**src/common/lc3b_config.svh**
```systemverilog
`ifndef LC3B_CONFIG_SVH
`define LC3B_CONFIG_SVH

// First fetch address
`define LC3B_RESET_PC 16'h0000

`define LC3B_NUM_REGS 8

// All-zero word, treated as a bubble
`define LC3B_NOP 16'h0000

`endif

```
**src/common/lc3b_isa_pkg.sv**
```systemverilog
package lc3b_isa_pkg;

    // Data and address word
    typedef logic [15:0] lc3b_word;

    // Register index
    typedef logic [2:0] lc3b_reg;

    // Full LC-3b opcode map, only part of it is decoded
    typedef enum logic [3:0] {
        op_br   = 4'b0000,
        op_add  = 4'b0001,
        op_ldb  = 4'b0010,
        op_stb  = 4'b0011,
        op_jsr  = 4'b0100,
        op_and  = 4'b0101,
        op_ldr  = 4'b0110,
        op_str  = 4'b0111,
        op_rti  = 4'b1000,
        op_not  = 4'b1001,
        op_ldi  = 4'b1010,
        op_sti  = 4'b1011,
        op_jmp  = 4'b1100,
        op_shf  = 4'b1101,
        op_lea  = 4'b1110,
        op_trap = 4'b1111
    } lc3b_opcode;

    // Immediate fields, sign-extended in EX
    typedef logic [4:0] lc3b_imm5;
    typedef logic [5:0] lc3b_offset6;

endpackage : lc3b_isa_pkg

```
**src/common/lc3b_ctrl_pkg.sv**
```systemverilog
package lc3b_ctrl_pkg;

    typedef enum logic [1:0] {
        alu_add,
        alu_and,
        alu_not,
        alu_pass
    } lc3b_aluop;

    // ALU B operand source
    typedef enum logic [1:0] {
        alumux_reg,
        alumux_imm5,
        alumux_off6
    } lc3b_alumux_sel;

    // Write-back source
    typedef enum logic {
        rfmux_alu,
        rfmux_mem
    } lc3b_regfilemux_sel;

    typedef struct packed {
        lc3b_aluop      aluop;
        lc3b_alumux_sel alumux_sel;
        logic           mdrmux_sel;   // 1 = store the second register operand
    } lc3b_control_word_ex;

    typedef struct packed {
        logic d_mem_read;
        logic d_mem_write;
    } lc3b_control_word_mem;

    typedef struct packed {
        logic               load_regfile;
        lc3b_regfilemux_sel regfilemux_sel;
    } lc3b_control_word_wb;

    typedef struct packed {
        lc3b_control_word_ex  ex;
        lc3b_control_word_mem mem;
        lc3b_control_word_wb  wb;
        logic                 src2mux_sel;
    } lc3b_control_word;

    typedef struct packed {
        logic                       valid;
        lc3b_isa_pkg::lc3b_reg      dest;
        lc3b_isa_pkg::lc3b_word     src1_data;
        lc3b_isa_pkg::lc3b_word     src2_data;
        lc3b_isa_pkg::lc3b_imm5     imm5;
        lc3b_isa_pkg::lc3b_offset6  offset6;
        lc3b_control_word_ex        ex;
        lc3b_control_word_mem       mem;
        lc3b_control_word_wb        wb;
    } id_ex_payload;

    typedef struct packed {
        logic                   valid;
        lc3b_isa_pkg::lc3b_reg  dest;
        lc3b_isa_pkg::lc3b_word alu;
        lc3b_isa_pkg::lc3b_word wdata;
        lc3b_control_word_mem   mem;
        lc3b_control_word_wb    wb;
    } ex_mem_payload;

    typedef struct packed {
        logic                   valid;
        lc3b_isa_pkg::lc3b_reg  dest;
        lc3b_isa_pkg::lc3b_word alu;
        lc3b_isa_pkg::lc3b_word mdr;
        lc3b_control_word_wb    wb;
    } mem_wb_payload;

endpackage : lc3b_ctrl_pkg

```
**src/design/cpu_control.sv**
```systemverilog
`timescale 1ns/1ps

module cpu_control (
    input  lc3b_isa_pkg::lc3b_opcode       opcode,
    input  logic                           ir_4,
    input  logic                           ir_5,
    input  logic                           ir_11,
    output lc3b_ctrl_pkg::lc3b_control_word cw
);

    // Bits 4 and 11 only pick SHF and JSR variants, neither of which is decoded
    always_comb begin
        // Safe default: no register write, no memory strobe
        cw                   = '0;
        cw.ex.aluop          = lc3b_ctrl_pkg::alu_pass;
        cw.ex.alumux_sel     = lc3b_ctrl_pkg::alumux_reg;
        cw.wb.regfilemux_sel = lc3b_ctrl_pkg::rfmux_alu;

        case (opcode)
            lc3b_isa_pkg::op_add,
            lc3b_isa_pkg::op_and: begin
                if (opcode == lc3b_isa_pkg::op_add) begin
                    cw.ex.aluop = lc3b_ctrl_pkg::alu_add;
                end else begin
                    cw.ex.aluop = lc3b_ctrl_pkg::alu_and;
                end
                // Bit 5 picks the imm5 form
                if (ir_5) begin
                    cw.ex.alumux_sel = lc3b_ctrl_pkg::alumux_imm5;
                end
                cw.wb.load_regfile = 1'b1;
            end

            lc3b_isa_pkg::op_not: begin
                cw.ex.aluop        = lc3b_ctrl_pkg::alu_not;
                cw.wb.load_regfile = 1'b1;
            end

            lc3b_isa_pkg::op_ldr: begin
                cw.ex.aluop          = lc3b_ctrl_pkg::alu_add;
                cw.ex.alumux_sel     = lc3b_ctrl_pkg::alumux_off6;
                cw.mem.d_mem_read    = 1'b1;
                cw.wb.load_regfile   = 1'b1;
                cw.wb.regfilemux_sel = lc3b_ctrl_pkg::rfmux_mem;
            end

            lc3b_isa_pkg::op_str: begin
                cw.ex.aluop        = lc3b_ctrl_pkg::alu_add;
                cw.ex.alumux_sel   = lc3b_ctrl_pkg::alumux_off6;
                cw.ex.mdrmux_sel   = 1'b1;
                cw.mem.d_mem_write = 1'b1;
                // Store source sits in the DR field
                cw.src2mux_sel     = 1'b1;
            end

            default: begin
                // NOP and unsupported opcodes keep the default word
            end
        endcase
    end

endmodule : cpu_control

```
**src/design/pipe_reg.sv**
```systemverilog
`timescale 1ns/1ps

module pipe_reg #(
    parameter type payload_t = logic [15:0]
) (
    input  logic     clk,
    input  logic     rst_n,
    input  logic     load,
    input  payload_t in,
    output payload_t out
);

    // Clearing the payload also clears its valid bit
    always_ff @(posedge clk) begin
        if (!rst_n) begin
            out <= '0;
        end else if (load) begin
            out <= in;
        end
    end

endmodule : pipe_reg

```
**src/design/regfile.sv**
```systemverilog
`timescale 1ns/1ps
`include "lc3b_config.svh"

module regfile (
    input  logic                   clk,
    input  logic                   rst_n,
    input  logic                   load,
    input  lc3b_isa_pkg::lc3b_reg  dest,
    input  lc3b_isa_pkg::lc3b_reg  src_a,
    input  lc3b_isa_pkg::lc3b_reg  src_b,
    input  lc3b_isa_pkg::lc3b_word in,
    output lc3b_isa_pkg::lc3b_word reg_a,
    output lc3b_isa_pkg::lc3b_word reg_b
);

    lc3b_isa_pkg::lc3b_word data [`LC3B_NUM_REGS];

    always_ff @(posedge clk) begin
        if (!rst_n) begin
            for (int i = 0; i < `LC3B_NUM_REGS; i++) begin
                data[i] <= '0;
            end
        end else if (load) begin
            data[dest] <= in;
        end
    end

    // No bypass, a same-cycle read returns the old value
    assign reg_a = data[src_a];
    assign reg_b = data[src_b];

    // Destination arrives through three pipeline stages
    a_dest_known: assert property (@(posedge clk) disable iff (!rst_n)
        load |-> !$isunknown(dest))
        else $error("register write with unknown destination index");

endmodule : regfile

```
**src/datapath/cpu_datapath.sv**
```systemverilog
`timescale 1ns/1ps
`include "lc3b_config.svh"

module cpu_datapath (
    input  logic                            clk,
    input  logic                            rst_n,

    // Control
    input  lc3b_ctrl_pkg::lc3b_control_word cw,
    output lc3b_isa_pkg::lc3b_opcode        opcode,
    output logic                            ir_4,
    output logic                            ir_5,
    output logic                            ir_11,

    // Instruction memory
    input  lc3b_isa_pkg::lc3b_word          i_mem_rdata,
    output lc3b_isa_pkg::lc3b_word          i_mem_address,

    // Data memory
    input  logic                            d_mem_resp,
    input  lc3b_isa_pkg::lc3b_word          d_mem_rdata,
    output lc3b_isa_pkg::lc3b_word          d_mem_address,
    output lc3b_isa_pkg::lc3b_word          d_mem_wdata,
    output logic                            d_mem_read,
    output logic                            d_mem_write
);

    logic load;

    // Stage 1
    lc3b_isa_pkg::lc3b_word pc_out;
    lc3b_isa_pkg::lc3b_word pc_plus2_out;

    // Stage 2
    lc3b_isa_pkg::lc3b_word ir_id;
    lc3b_isa_pkg::lc3b_reg  dest_id;
    lc3b_isa_pkg::lc3b_reg  src1_id;
    lc3b_isa_pkg::lc3b_reg  src2_id;
    lc3b_isa_pkg::lc3b_reg  src2mux_out;
    lc3b_isa_pkg::lc3b_word src1_data_id;
    lc3b_isa_pkg::lc3b_word src2_data_id;
    lc3b_ctrl_pkg::id_ex_payload id_ex_in;
    lc3b_ctrl_pkg::id_ex_payload id_ex_out;

    // Stage 3
    lc3b_isa_pkg::lc3b_word alumux_out;
    lc3b_isa_pkg::lc3b_word alu_ex_out;
    lc3b_ctrl_pkg::ex_mem_payload ex_mem_in;
    lc3b_ctrl_pkg::ex_mem_payload ex_mem_out;

    // Stage 4
    lc3b_ctrl_pkg::mem_wb_payload mem_wb_in;
    lc3b_ctrl_pkg::mem_wb_payload mem_wb_out;

    // Stage 5
    lc3b_isa_pkg::lc3b_word regfilemux_out;
    logic                   load_regfile;

    // Whole pipeline holds while MEM waits on a response
    assign load = ~(d_mem_read | d_mem_write) | d_mem_resp;

    // Stage 1: fetch
    assign pc_plus2_out  = pc_out + 16'd2;
    assign i_mem_address = pc_out;

    always_ff @(posedge clk) begin
        if (!rst_n) begin
            pc_out <= `LC3B_RESET_PC;
        end else if (load) begin
            pc_out <= pc_plus2_out;
        end
    end

    pipe_reg #(.payload_t(lc3b_isa_pkg::lc3b_word)) if_id (
        .clk, .rst_n, .load,
        .in  (i_mem_rdata),
        .out (ir_id)
    );

    // Stage 2: decode and register read
    assign opcode  = lc3b_isa_pkg::lc3b_opcode'(ir_id[15:12]);
    assign dest_id = ir_id[11:9];
    assign src1_id = ir_id[8:6];
    assign src2_id = ir_id[2:0];
    assign ir_4    = ir_id[4];
    assign ir_5    = ir_id[5];
    assign ir_11   = ir_id[11];

    assign src2mux_out = cw.src2mux_sel ? dest_id : src2_id;

    regfile regfile_inst (
        .clk, .rst_n,
        .load  (load_regfile),
        .dest  (mem_wb_out.dest),
        .src_a (src1_id),
        .src_b (src2mux_out),
        .in    (regfilemux_out),
        .reg_a (src1_data_id),
        .reg_b (src2_data_id)
    );

    always_comb begin
        id_ex_in.valid     = (ir_id != `LC3B_NOP);
        id_ex_in.dest      = dest_id;
        id_ex_in.src1_data = src1_data_id;
        id_ex_in.src2_data = src2_data_id;
        id_ex_in.imm5      = ir_id[4:0];
        id_ex_in.offset6   = ir_id[5:0];
        id_ex_in.ex        = cw.ex;
        id_ex_in.mem       = cw.mem;
        id_ex_in.wb        = cw.wb;
    end

    pipe_reg #(.payload_t(lc3b_ctrl_pkg::id_ex_payload)) id_ex (
        .clk, .rst_n, .load,
        .in  (id_ex_in),
        .out (id_ex_out)
    );

    // Stage 3: execute
    always_comb begin
        case (id_ex_out.ex.alumux_sel)
            lc3b_ctrl_pkg::alumux_imm5:
                alumux_out = {{11{id_ex_out.imm5[4]}}, id_ex_out.imm5};
            // Word offset scaled to a byte address
            lc3b_ctrl_pkg::alumux_off6:
                alumux_out = {{9{id_ex_out.offset6[5]}}, id_ex_out.offset6, 1'b0};
            default:
                alumux_out = id_ex_out.src2_data;
        endcase
    end

    always_comb begin
        case (id_ex_out.ex.aluop)
            lc3b_ctrl_pkg::alu_add: alu_ex_out = id_ex_out.src1_data + alumux_out;
            lc3b_ctrl_pkg::alu_and: alu_ex_out = id_ex_out.src1_data & alumux_out;
            lc3b_ctrl_pkg::alu_not: alu_ex_out = ~id_ex_out.src1_data;
            default:                alu_ex_out = alumux_out;
        endcase
    end

    always_comb begin
        ex_mem_in.valid = id_ex_out.valid;
        ex_mem_in.dest  = id_ex_out.dest;
        ex_mem_in.alu   = alu_ex_out;
        ex_mem_in.wdata = id_ex_out.ex.mdrmux_sel ? id_ex_out.src2_data : alu_ex_out;
        ex_mem_in.mem   = id_ex_out.mem;
        ex_mem_in.wb    = id_ex_out.wb;
    end

    pipe_reg #(.payload_t(lc3b_ctrl_pkg::ex_mem_payload)) ex_mem (
        .clk, .rst_n, .load,
        .in  (ex_mem_in),
        .out (ex_mem_out)
    );

    // Stage 4: memory
    assign d_mem_address = ex_mem_out.alu;
    assign d_mem_wdata   = ex_mem_out.wdata;
    assign d_mem_read    = ex_mem_out.valid & ex_mem_out.mem.d_mem_read;
    assign d_mem_write   = ex_mem_out.valid & ex_mem_out.mem.d_mem_write;

    always_comb begin
        mem_wb_in.valid = ex_mem_out.valid;
        mem_wb_in.dest  = ex_mem_out.dest;
        mem_wb_in.alu   = ex_mem_out.alu;
        mem_wb_in.mdr   = d_mem_rdata;
        mem_wb_in.wb    = ex_mem_out.wb;
    end

    pipe_reg #(.payload_t(lc3b_ctrl_pkg::mem_wb_payload)) mem_wb (
        .clk, .rst_n, .load,
        .in  (mem_wb_in),
        .out (mem_wb_out)
    );

    // Stage 5: write-back, once per instruction even across a freeze
    assign regfilemux_out = (mem_wb_out.wb.regfilemux_sel == lc3b_ctrl_pkg::rfmux_mem)
                            ? mem_wb_out.mdr : mem_wb_out.alu;
    assign load_regfile   = load & mem_wb_out.valid & mem_wb_out.wb.load_regfile;

    // Decode never asks for both strobes
    a_strobe_excl: assert property (@(posedge clk) disable iff (!rst_n)
        !(d_mem_read && d_mem_write))
        else $error("data read and write strobes high together");

    // Access stays put until the memory answers
    a_addr_stable: assert property (@(posedge clk) disable iff (!rst_n)
        (d_mem_read || d_mem_write) && !d_mem_resp
        |=> $stable(d_mem_address) && $stable(d_mem_wdata))
        else $error("data address or write data moved while waiting");

endmodule : cpu_datapath

```
**src/design/cpu.sv**
```systemverilog
`timescale 1ns/1ps

module cpu (
    input  logic                   clk,
    input  logic                   rst_n,

    // Instruction memory
    input  lc3b_isa_pkg::lc3b_word i_mem_rdata,
    output lc3b_isa_pkg::lc3b_word i_mem_address,

    // Data memory
    input  lc3b_isa_pkg::lc3b_word d_mem_rdata,
    input  logic                   d_mem_resp,
    output lc3b_isa_pkg::lc3b_word d_mem_address,
    output lc3b_isa_pkg::lc3b_word d_mem_wdata,
    output logic                   d_mem_read,
    output logic                   d_mem_write
);

    lc3b_ctrl_pkg::lc3b_control_word cw;
    lc3b_isa_pkg::lc3b_opcode        opcode;
    logic                            ir_4;
    logic                            ir_5;
    logic                            ir_11;

    // Decode is combinational on the IF/ID word
    cpu_control control (
        .opcode, .ir_4, .ir_5, .ir_11,
        .cw
    );

    cpu_datapath datapath (
        .clk, .rst_n,
        .cw, .opcode, .ir_4, .ir_5, .ir_11,
        .i_mem_rdata, .i_mem_address,
        .d_mem_resp, .d_mem_rdata,
        .d_mem_address, .d_mem_wdata,
        .d_mem_read, .d_mem_write
    );

endmodule : cpu

```
**config.mk**
```make
export PLATFORM = sky130hd
export DESIGN_NAME = cpu
export DESIGN_NICKNAME = d
export VERILOG_FILES = /design/src/common/lc3b_isa_pkg.sv /design/src/common/lc3b_ctrl_pkg.sv /design/src/design/cpu_control.sv /design/src/design/pipe_reg.sv /design/src/design/regfile.sv /design/src/datapath/cpu_datapath.sv /design/src/design/cpu.sv
export VERILOG_INCLUDE_DIRS = /design/src /design/src/common
export SDC_FILE = /design/constraint.sdc
export NUM_CORES = 1
export LEC_CHECK = 0
export BUFFER_PORTS_ARGS = -buffer_cell sky130_fd_sc_hd__clkbuf_2
export CAP_MARGIN = 15
export CELL_PAD_IN_SITES_DETAIL_PLACEMENT = 0
export CELL_PAD_IN_SITES_GLOBAL_PLACEMENT = 2
export CORE_ASPECT_RATIO = 1.4
export CORE_MARGIN = 4
export CORE_UTILIZATION = 40
export CTS_BUF_LIST = sky130_fd_sc_hd__clkbuf_16
export CTS_CLUSTER_DIAMETER = 150
export CTS_CLUSTER_SIZE = 10
export DETAILED_ROUTE_END_ITERATION = 6
export HOLD_SLACK_MARGIN = 0.15
export PLACE_DENSITY_LB_ADDON = 0.1
export SLEW_MARGIN = 20
export SYNTH_ARGS = -nofsm -noshare
export SYNTH_HDL_FRONTEND = slang
export SYNTH_SLANG_ARGS = --single-unit
```
**constraint.sdc**
```tcl
create_clock -name clk -period 3.43 [get_ports clk]
set_input_delay 0.1715 -clock clk [delete_from_list [all_inputs] [get_ports clk]]
set_output_delay 0.1715 -clock clk [all_outputs]
set_load 0.05 [all_outputs]
```
-- Yosys cells after proc, flatten, opt, wreduce, memory -nomap -nowiden
Memories as Yosys holds them, arrays and structs flattened. A register that Yosys moved wholly into a read port is not among the register bits.
Cells that the tools add are included.
- flip-flop bits (word level): 131
- bits in writable memories: 128
- input bits: 35
- output and inout port bits: 50
- logic and storage cells: 72
- memories kept: 1
- add/sub/neg operators: 2
- equal/unequal tests: 9
- mux-type cells: 19
- bitwise operators: 9
- reductions and logical operators: 8
- memory list (memory ; depth ; width ; read ports ; clocked after Yosys merged registers in ; write ports ; line ; RTL):
    datapath.regfile_inst.data ; 8 ; 16 ; 2 ; 2 ; 8 ; regfile.sv:16 ; lc3b_isa_pkg::lc3b_word data [`LC3B_NUM_REGS];
- operator list (cell ; number):
    16-bit 2-to-1 mux ; 3
    16-bit case mux with 3 select lines ; 1
    16-bit case mux with 2 select lines ; 1
    16-bit adder ; 1
    16-bit by 2-bit adder with 16-bit output, second input constant ; 1
    16-bit bitwise AND ; 1
    16-bit inverter ; 1
    16-bit nonzero test ; 1
    16-bit OR reduction ; 1
    4-bit by 3-bit equality test with 1-bit output, second input constant ; 3
    1-bit 2-to-1 mux ; 10
    3-bit 2-to-1 mux ; 2
    2-bit case mux with 3 select lines ; 1
    1-bit bitwise AND ; 4
    2-bit by 1-bit equality test with 1-bit output, second input constant ; 2
    2-bit equality test, second input constant ; 2
    4-bit by 1-bit equality test with 1-bit output, second input constant ; 1
    4-bit equality test, second input constant ; 1
    2-bit case mux with 2 select lines ; 1
    2-bit OR reduction ; 2
    4-bit OR reduction ; 1
    1-bit logical NOT ; 2
    2-bit logical NOT ; 1
    1-bit bitwise OR ; 2
    1-bit inverter ; 1

-- Logic depth before layout (Yosys ltp)
- depth after elaboration: 11
- mapped depth: 15
- gate-level depth less buffers: 15

-- Modules after synthesis
From an unflattened synthesis, not the netlist that was laid out.
- cells, all modules: 1289
- area total of the unflattened synthesis: 15383.5 um^2
- by module, submodules not included (module ; instances ; cells an instance ; area each (um^2) ; sequential area each (um^2)):
    regfile ; 1 ; 430 ; 6875.3 ; 3843.7
    cpu_datapath ; 1 ; 362 ; 2651.3 ; 300.3
    pipe_reg at datapath.id_ex ; 1 ; 180 ; 2134.5 ; 1121.1
    pipe_reg at datapath.ex_mem ; 1 ; 129 ; 1557.7 ; 800.8
    pipe_reg at datapath.mem_wb ; 1 ; 122 ; 1455.1 ; 760.7
    pipe_reg at datapath.if_id ; 1 ; 51 ; 615.6 ; 320.3
    cpu_control ; 1 ; 15 ; 93.8 ; 0.0

-- Worst setup path after synthesis
Ideal clock, no wire load.
- path kind: register to register
- start point: register datapath.id_ex.out[5] (netlist name)
- end point: register datapath.ex_mem.out[17] (netlist name)
- library setup time: 0.133 ns
- data arrival time: 3.020 ns
- required time: 3.297 ns
- slack: 0.277 ns
- stages on the path, launching flop included: 15
- buffers on the path: 2
- period minus slack after synthesis: 3.153 ns
- cell sequence: dfxtp_1 > inv_1 > ha_1 > a221oi_1 > clkbuf_1 > a21oi_1 > ha_1 > clkbuf_1 > a21oi_1 > o211ai_1 > a41oi_1 > nand2_1 > xor2_1 > a2111oi_0 > nor3_1
- word-level cells in the longest chain between the ends: 5
- elaborated cells between the ends (all ways): 7
- those cells by class: add/sub: 1; eq/ne: 2; mux: 3; bitwise: 1
- ends and longest elaborated chain (what ; line ; RTL):
    from (decl) ; pipe_reg.sv:10 ; output payload_t out
    from (signal assigned) ; pipe_reg.sv:18 ; out <= in;
    2-bit equality test or 2-bit by 1-bit equality test with 1-bit output (tied branches) ; cpu_datapath.sv:122 ; case (id_ex_out.ex.alumux_sel)
    16-bit case mux with 2 select lines (*) ; cpu_datapath.sv:122 ;
    16-bit adder or 16-bit bitwise AND (tied branches) ; cpu_datapath.sv:135, cpu_datapath.sv:136 ;
    16-bit case mux with 3 select lines (*) ; cpu_datapath.sv:134 ; case (id_ex_out.ex.aluop)
    16-bit 2-to-1 mux (*) ; cpu_datapath.sv:146 ; ex_mem_in.wdata = id_ex_out.ex.mdrmux_sel ? id_ex_out.src2_data : alu_ex_out;
    to (signal assigned) ; pipe_reg.sv:18 ;
    to (decl) ; pipe_reg.sv:10 ;
Mark *: on every way between the ends. The rest lies on a longest branch, timed or not.
A chain may end at the register's enable or synchronous reset.

-- Worst setup path after layout
- start point: register datapath.id_ex.out[6] (netlist name)
- end point: register datapath.ex_mem.out[15] (netlist name)
Same word-level chain as after synthesis.

==> tab_implementation.tex <==
\begin{tabular}{lr}
\hline
Metric & Value \\
\hline
\multicolumn{2}{l}{\textbf{Status}} \\
\quad Run status & completed \\
\multicolumn{2}{l}{\textbf{Final layout}} \\
\quad Filler Cells Inserted & 3359 \\
\quad Area growth from synthesis to layout & 16.6\% \\
\quad Fin cells & 1981 \\
\quad Layout cells sized above 1 & 17.4\% \\
\quad Net total in the final layout & 1567 \\
\quad Number of antenna cells inserted & 0 \\
\quad Footprint of the multi-input gates & 6650 um2 \\
\quad Seq. cell area & 6990 um2 \\
\quad Area of all placed cells without fillers & 16700 um2 \\
\multicolumn{2}{l}{\textbf{Floorplan}} \\
\quad Row cnt & 81 \\
\quad Starting utilization of the core area & 40.7\% \\
\quad IO Count & 85 \\
\quad DIE AREA & 39000 um2 \\
\quad DIE WIDTH & 168 um \\
\quad Core area & 35200 um2 \\
\quad Die boundary height & 232 um \\
\multicolumn{2}{l}{\textbf{Yosys}} \\
\quad Leading cell types by count after synthesis & sky130\_fd\_sc\_hd\_\_nand2\_1, sky130\_fd\_sc\_hd\_\_dfxtp\_1, sky130\_fd\_sc\_hd\_\_nor2\_1 \\
\quad Synth Instances & 1407 \\
\quad Share of synthesized registers carrying an async set or reset & 0\% \\
\quad Synth Cell Area & 14300 um2 \\
\quad Top cell type's share of synthesized area & 26.8\% \\
\quad Largest cells by area after synthesis & sky130\_fd\_sc\_hd\_\_edfxtp\_1, sky130\_fd\_sc\_hd\_\_dfxtp\_1, sky130\_fd\_sc\_hd\_\_mux4\_2 \\
\quad Most frequently used cell type in the post-synthesis netlist & sky130\_fd\_sc\_hd\_\_nand2\_1 \\
\quad Yosys synthesis warning count & 0 \\
\quad Mean cell area of the mapped netlist & 10.2 um2 \\
\quad Ys flop type & sky130\_fd\_sc\_hd\_\_dfxtp\_1 \\
\quad Sequential-to-total area share from yosys stat & 48.8\% \\
\quad Number of library cell types mapped by synthesis & 63 \\
\quad Synthesized netlist net count & 1465 \\
\quad Number of storage elements in the synthesis netlist & 285 \\
\quad Count of flip-flops with a built-in enable after synthesis & 128 \\
\quad Cell type contributing the most total cell area after synthesis & sky130\_fd\_sc\_hd\_\_edfxtp\_1 \\
\multicolumn{2}{l}{\textbf{Hold path}} \\
\quad Hold Path Stages & 4 \\
\quad Class of the most critical hold timing path & primary input to flip-flop \\
\quad Destination of the worst hold path & datapath.mem\_wb.out[2] \\
\quad Startpoint of the worst hold path & d\_mem\_rdata[0] \\
\multicolumn{2}{l}{\textbf{Clocking}} \\
\quad Worst-Skew Late Latency & 0.51 ns \\
\quad Num Clock Sinks & 285 \\
\quad TritonCTS clock tree & built \\
\quad Total number of H-tree levels & 2 \\
\quad Largest buffer count on any clock path & 3 \\
\quad Worst-path clk slew & 0.06 ns \\
\quad Root buffer cell & sky130\_fd\_sc\_hd\_\_clkbuf\_16 \\
\quad Number of buffers added by the clock tree synthesis step & 34 \\
\multicolumn{2}{l}{\textbf{STA}} \\
\quad WHS & 0.443 ns \\
\quad Final setup violation count & 0 \\
\quad Tightest slew margin relative to the limit & 26.1\% \\
\quad Max-slew violations & 0 \\
\quad Share of the clock period used by the worst path after layout & 94.8\% \\
\quad Slew at the pin with the worst max-slew slack & 1.11 ns \\
\quad Post-route clock skew & 0.0145 ns \\
\quad Time the worst path needs with I/O delays and setup & 3.25 ns \\
\quad Final Hold Vio Count & 0 \\
\quad Maximum operating frequency & 307 MHz \\
\multicolumn{2}{l}{\textbf{Global routing}} \\
\quad Antenna violations before repair & 0 \\
\quad Vias in the first global route & 11100 \\
\quad First-pass GRT wire length & 64.7 mm \\
\quad Largest net degree at the start of global routing & 142 \\
\quad Total GRT Usage & 21.5\% \\
\quad Total global routing overflow & 0 \\
\multicolumn{2}{l}{\textbf{Placement}} \\
\quad Final estimated routing congestion in global placement & 0.872 \\
\quad Post-placement cell count & 1872 \\
\quad Cell area after placement & 15100 um2 \\
\quad Quantity of I/O buffers inserted on ports & 83 \\
\quad Post-detailed-placement half-perimeter wirelength & 27.8 mm \\
\multicolumn{2}{l}{\textbf{Pwr}} \\
\quad Overall Power & 8.24 mW \\
\quad Maximum VDD drop & 297 uV \\
\quad P per Cell Area & 493 nW/um2 \\
\quad Leak pwr & 6.72 nW \\
\multicolumn{2}{l}{\textbf{Setup path}} \\
\quad Critical-path maximum fanout & 7 \\
\quad Slowest stage cell, crit path & sky130\_fd\_sc\_hd\_\_a2111oi\_1 \\
\quad Critical Path End Type & flip-flop \\
\quad Terminus of the critical flop-to-flop path & datapath.ex\_mem.out[15] \\
\quad Most Frequent Cell on Critical Path & sky130\_fd\_sc\_hd\_\_ha\_1 \\
\quad Worst path bufs/invs & 3 \\
\quad Family with the most delay on the worst path & compound AO/OA/AOI/OAI gates \\
\quad Worst reg2reg setup slack & 0.18 ns \\
\quad Number of cell instances on the worst register-to-register path & 14 \\
\quad Kind of start point of the critical path & flip-flop \\
\quad Startpoint of the most critical register-to-register path & datapath.id\_ex.out[6] \\
\quad Crit Path Category & flip-flop to flip-flop \\
\quad Required time of the critical path & 3.88 ns \\
\quad Cells along the critical path & inv\_1 -> ha\_1 -> a221oi\_4 -> buf\_2 -> a21oi\_1 -> ha\_1 -> nand2\_1 -> o21ai\_0 -> nor2\_1 -> a2111oi\_1 -> buf\_4 -> o22ai\_1 -> nand3\_1 -> o2111a\_1 \\
\quad Arrival time at the worst endpoint & 3.70 ns \\
\quad CP max stage delay & 0.44 ns \\
\multicolumn{2}{l}{\textbf{Route}} \\
\quad Average wire per cell in the routed design & 21.4 um \\
\quad Wire length reported by the detailed router & 42.3 mm \\
\quad Drc violations & 0 \\
\quad Detailed Routing Iterations Pass 1 & 5 \\
\quad Ratio of routed vias to standard cells & 5.48 \\
\quad Antenna Violating Nets Remaining & 0 \\
\quad Overall via count from detail\_route & 10900 \\
\quad Number of DRC markers after the initial detailed-route iteration & 683 \\
\multicolumn{2}{l}{\textbf{Flow run}} \\
\quad \# Max-Cap Violations & 0 \\
\hline
\end{tabular}
[per-stage QoR]
step,setup TNS (ns),setup WS [ns],utilization (%)
after floorplan,0,0.277,-
after global placement,0,0.0435,43.0
after detailed placement,-0.00530,-0.00530,43.0
after CTS,0,0.0326,47.3
after global routing,-0.0489,-0.0481,47.5
final,0,0.177,47.5
[cell families after synthesis]
family / Yosys count / synth area share, %
simple gates: 467 / 13.7
compound gates: 302 / 14.4
flops: 285 / 48.8
buf+inv: 158 / 5.48
mux: 148 / 14.2
fa+ha+maj: 23 / 2.06
xor+xnor: 23 / 1.41
other cells: 1 / 0.0262
[layout make-up]
cell class              instances  area share [%]
inverters                      30           0.674
well taps                     456            3.41
multi-input cells             964            39.8
repair buffers                194            8.62
clock inverters                17           0.434
flip-flops and latches        285            41.8
clock buffers                  35            5.24
[layer usage]
layer	vias up	track usage [%]	share of wire, %
met1	5281	27.7	42
li1	5204	-	-
met4	0	7.69	3.6
met5	-	0	0
met3	90	3.03	5.1
met2	281	37.0	49
[tightest hold or removal path: stages]
cell and delay [ns]:
sky130_fd_sc_hd__dlygate4sd3_1 0.53, sky130_fd_sc_hd__clkbuf_2 0.10, sky130_fd_sc_hd__nand2_1 0.04, sky130_fd_sc_hd__a21boi_0 0.06
[layout by cell type, fill, tap and decap left out, types with 31 or more instances in the layout]
cell type	n
sky130_fd_sc_hd__o21ai_0	56
sky130_fd_sc_hd__dlygate4sd3_1	55
sky130_fd_sc_hd__nand2_1	218
sky130_fd_sc_hd__mux2i_1	71
sky130_fd_sc_hd__mux4_2	39
sky130_fd_sc_hd__clkbuf_2	82
sky130_fd_sc_hd__a21oi_1	53
sky130_fd_sc_hd__mux2_2	31
sky130_fd_sc_hd__edfxtp_1	128
sky130_fd_sc_hd__clkbuf_16	35
sky130_fd_sc_hd__nor2_1	155
sky130_fd_sc_hd__a21boi_0	78
sky130_fd_sc_hd__inv_1	45
sky130_fd_sc_hd__buf_4	51
sky130_fd_sc_hd__dfxtp_1	155
[sequential cells by signal, indices dropped and copies added, names as in the netlist]
name / cells
datapath.if_id.out: 16
datapath.id_ex.out: 49
datapath.ex_mem.out: 39
datapath.mem_wb.out: 38
datapath.regfile_inst.data: 128
datapath.i_mem_address: 15
[repair_timing]
item	in CTS	in global routing
gates resized for setup	1	17
pin swaps	0	1
cloned	0	1
hold buffers	55	0
setup buffers	0	1
endpoints found under the hold margin	50	0
setup endpoints to repair	2	13
[worst max-delay path by stage]
stage                           from                      end  slack (ns)  cells after the start
6_report       datapath.id_ex.out[6]  datapath.ex_mem.out[15]        0.18                     14
5_1_grt        datapath.id_ex.out[5]  datapath.ex_mem.out[33]       -0.05                     13
4_1_cts        datapath.id_ex.out[5]  datapath.ex_mem.out[19]        0.03                     14
3_5_place_dp   datapath.id_ex.out[5]  datapath.ex_mem.out[19]      -0.005                     14
3_3_place_gp   datapath.id_ex.out[5]  datapath.ex_mem.out[19]        0.04                     14
2_1_floorplan  datapath.id_ex.out[5]  datapath.ex_mem.out[17]        0.28                     14
[where the power goes]
part	internal (mW)	total [mW]	leakage, nW	switching [mW]
Combinational	0.475	1.19	3.58	0.714
Sequential	3.72	3.87	2.62	0.153
Clock	1.82	3.18	0.516	1.36
Total	6.02	8.24	6.72	2.22
Power figures use the tool's default switching activity.
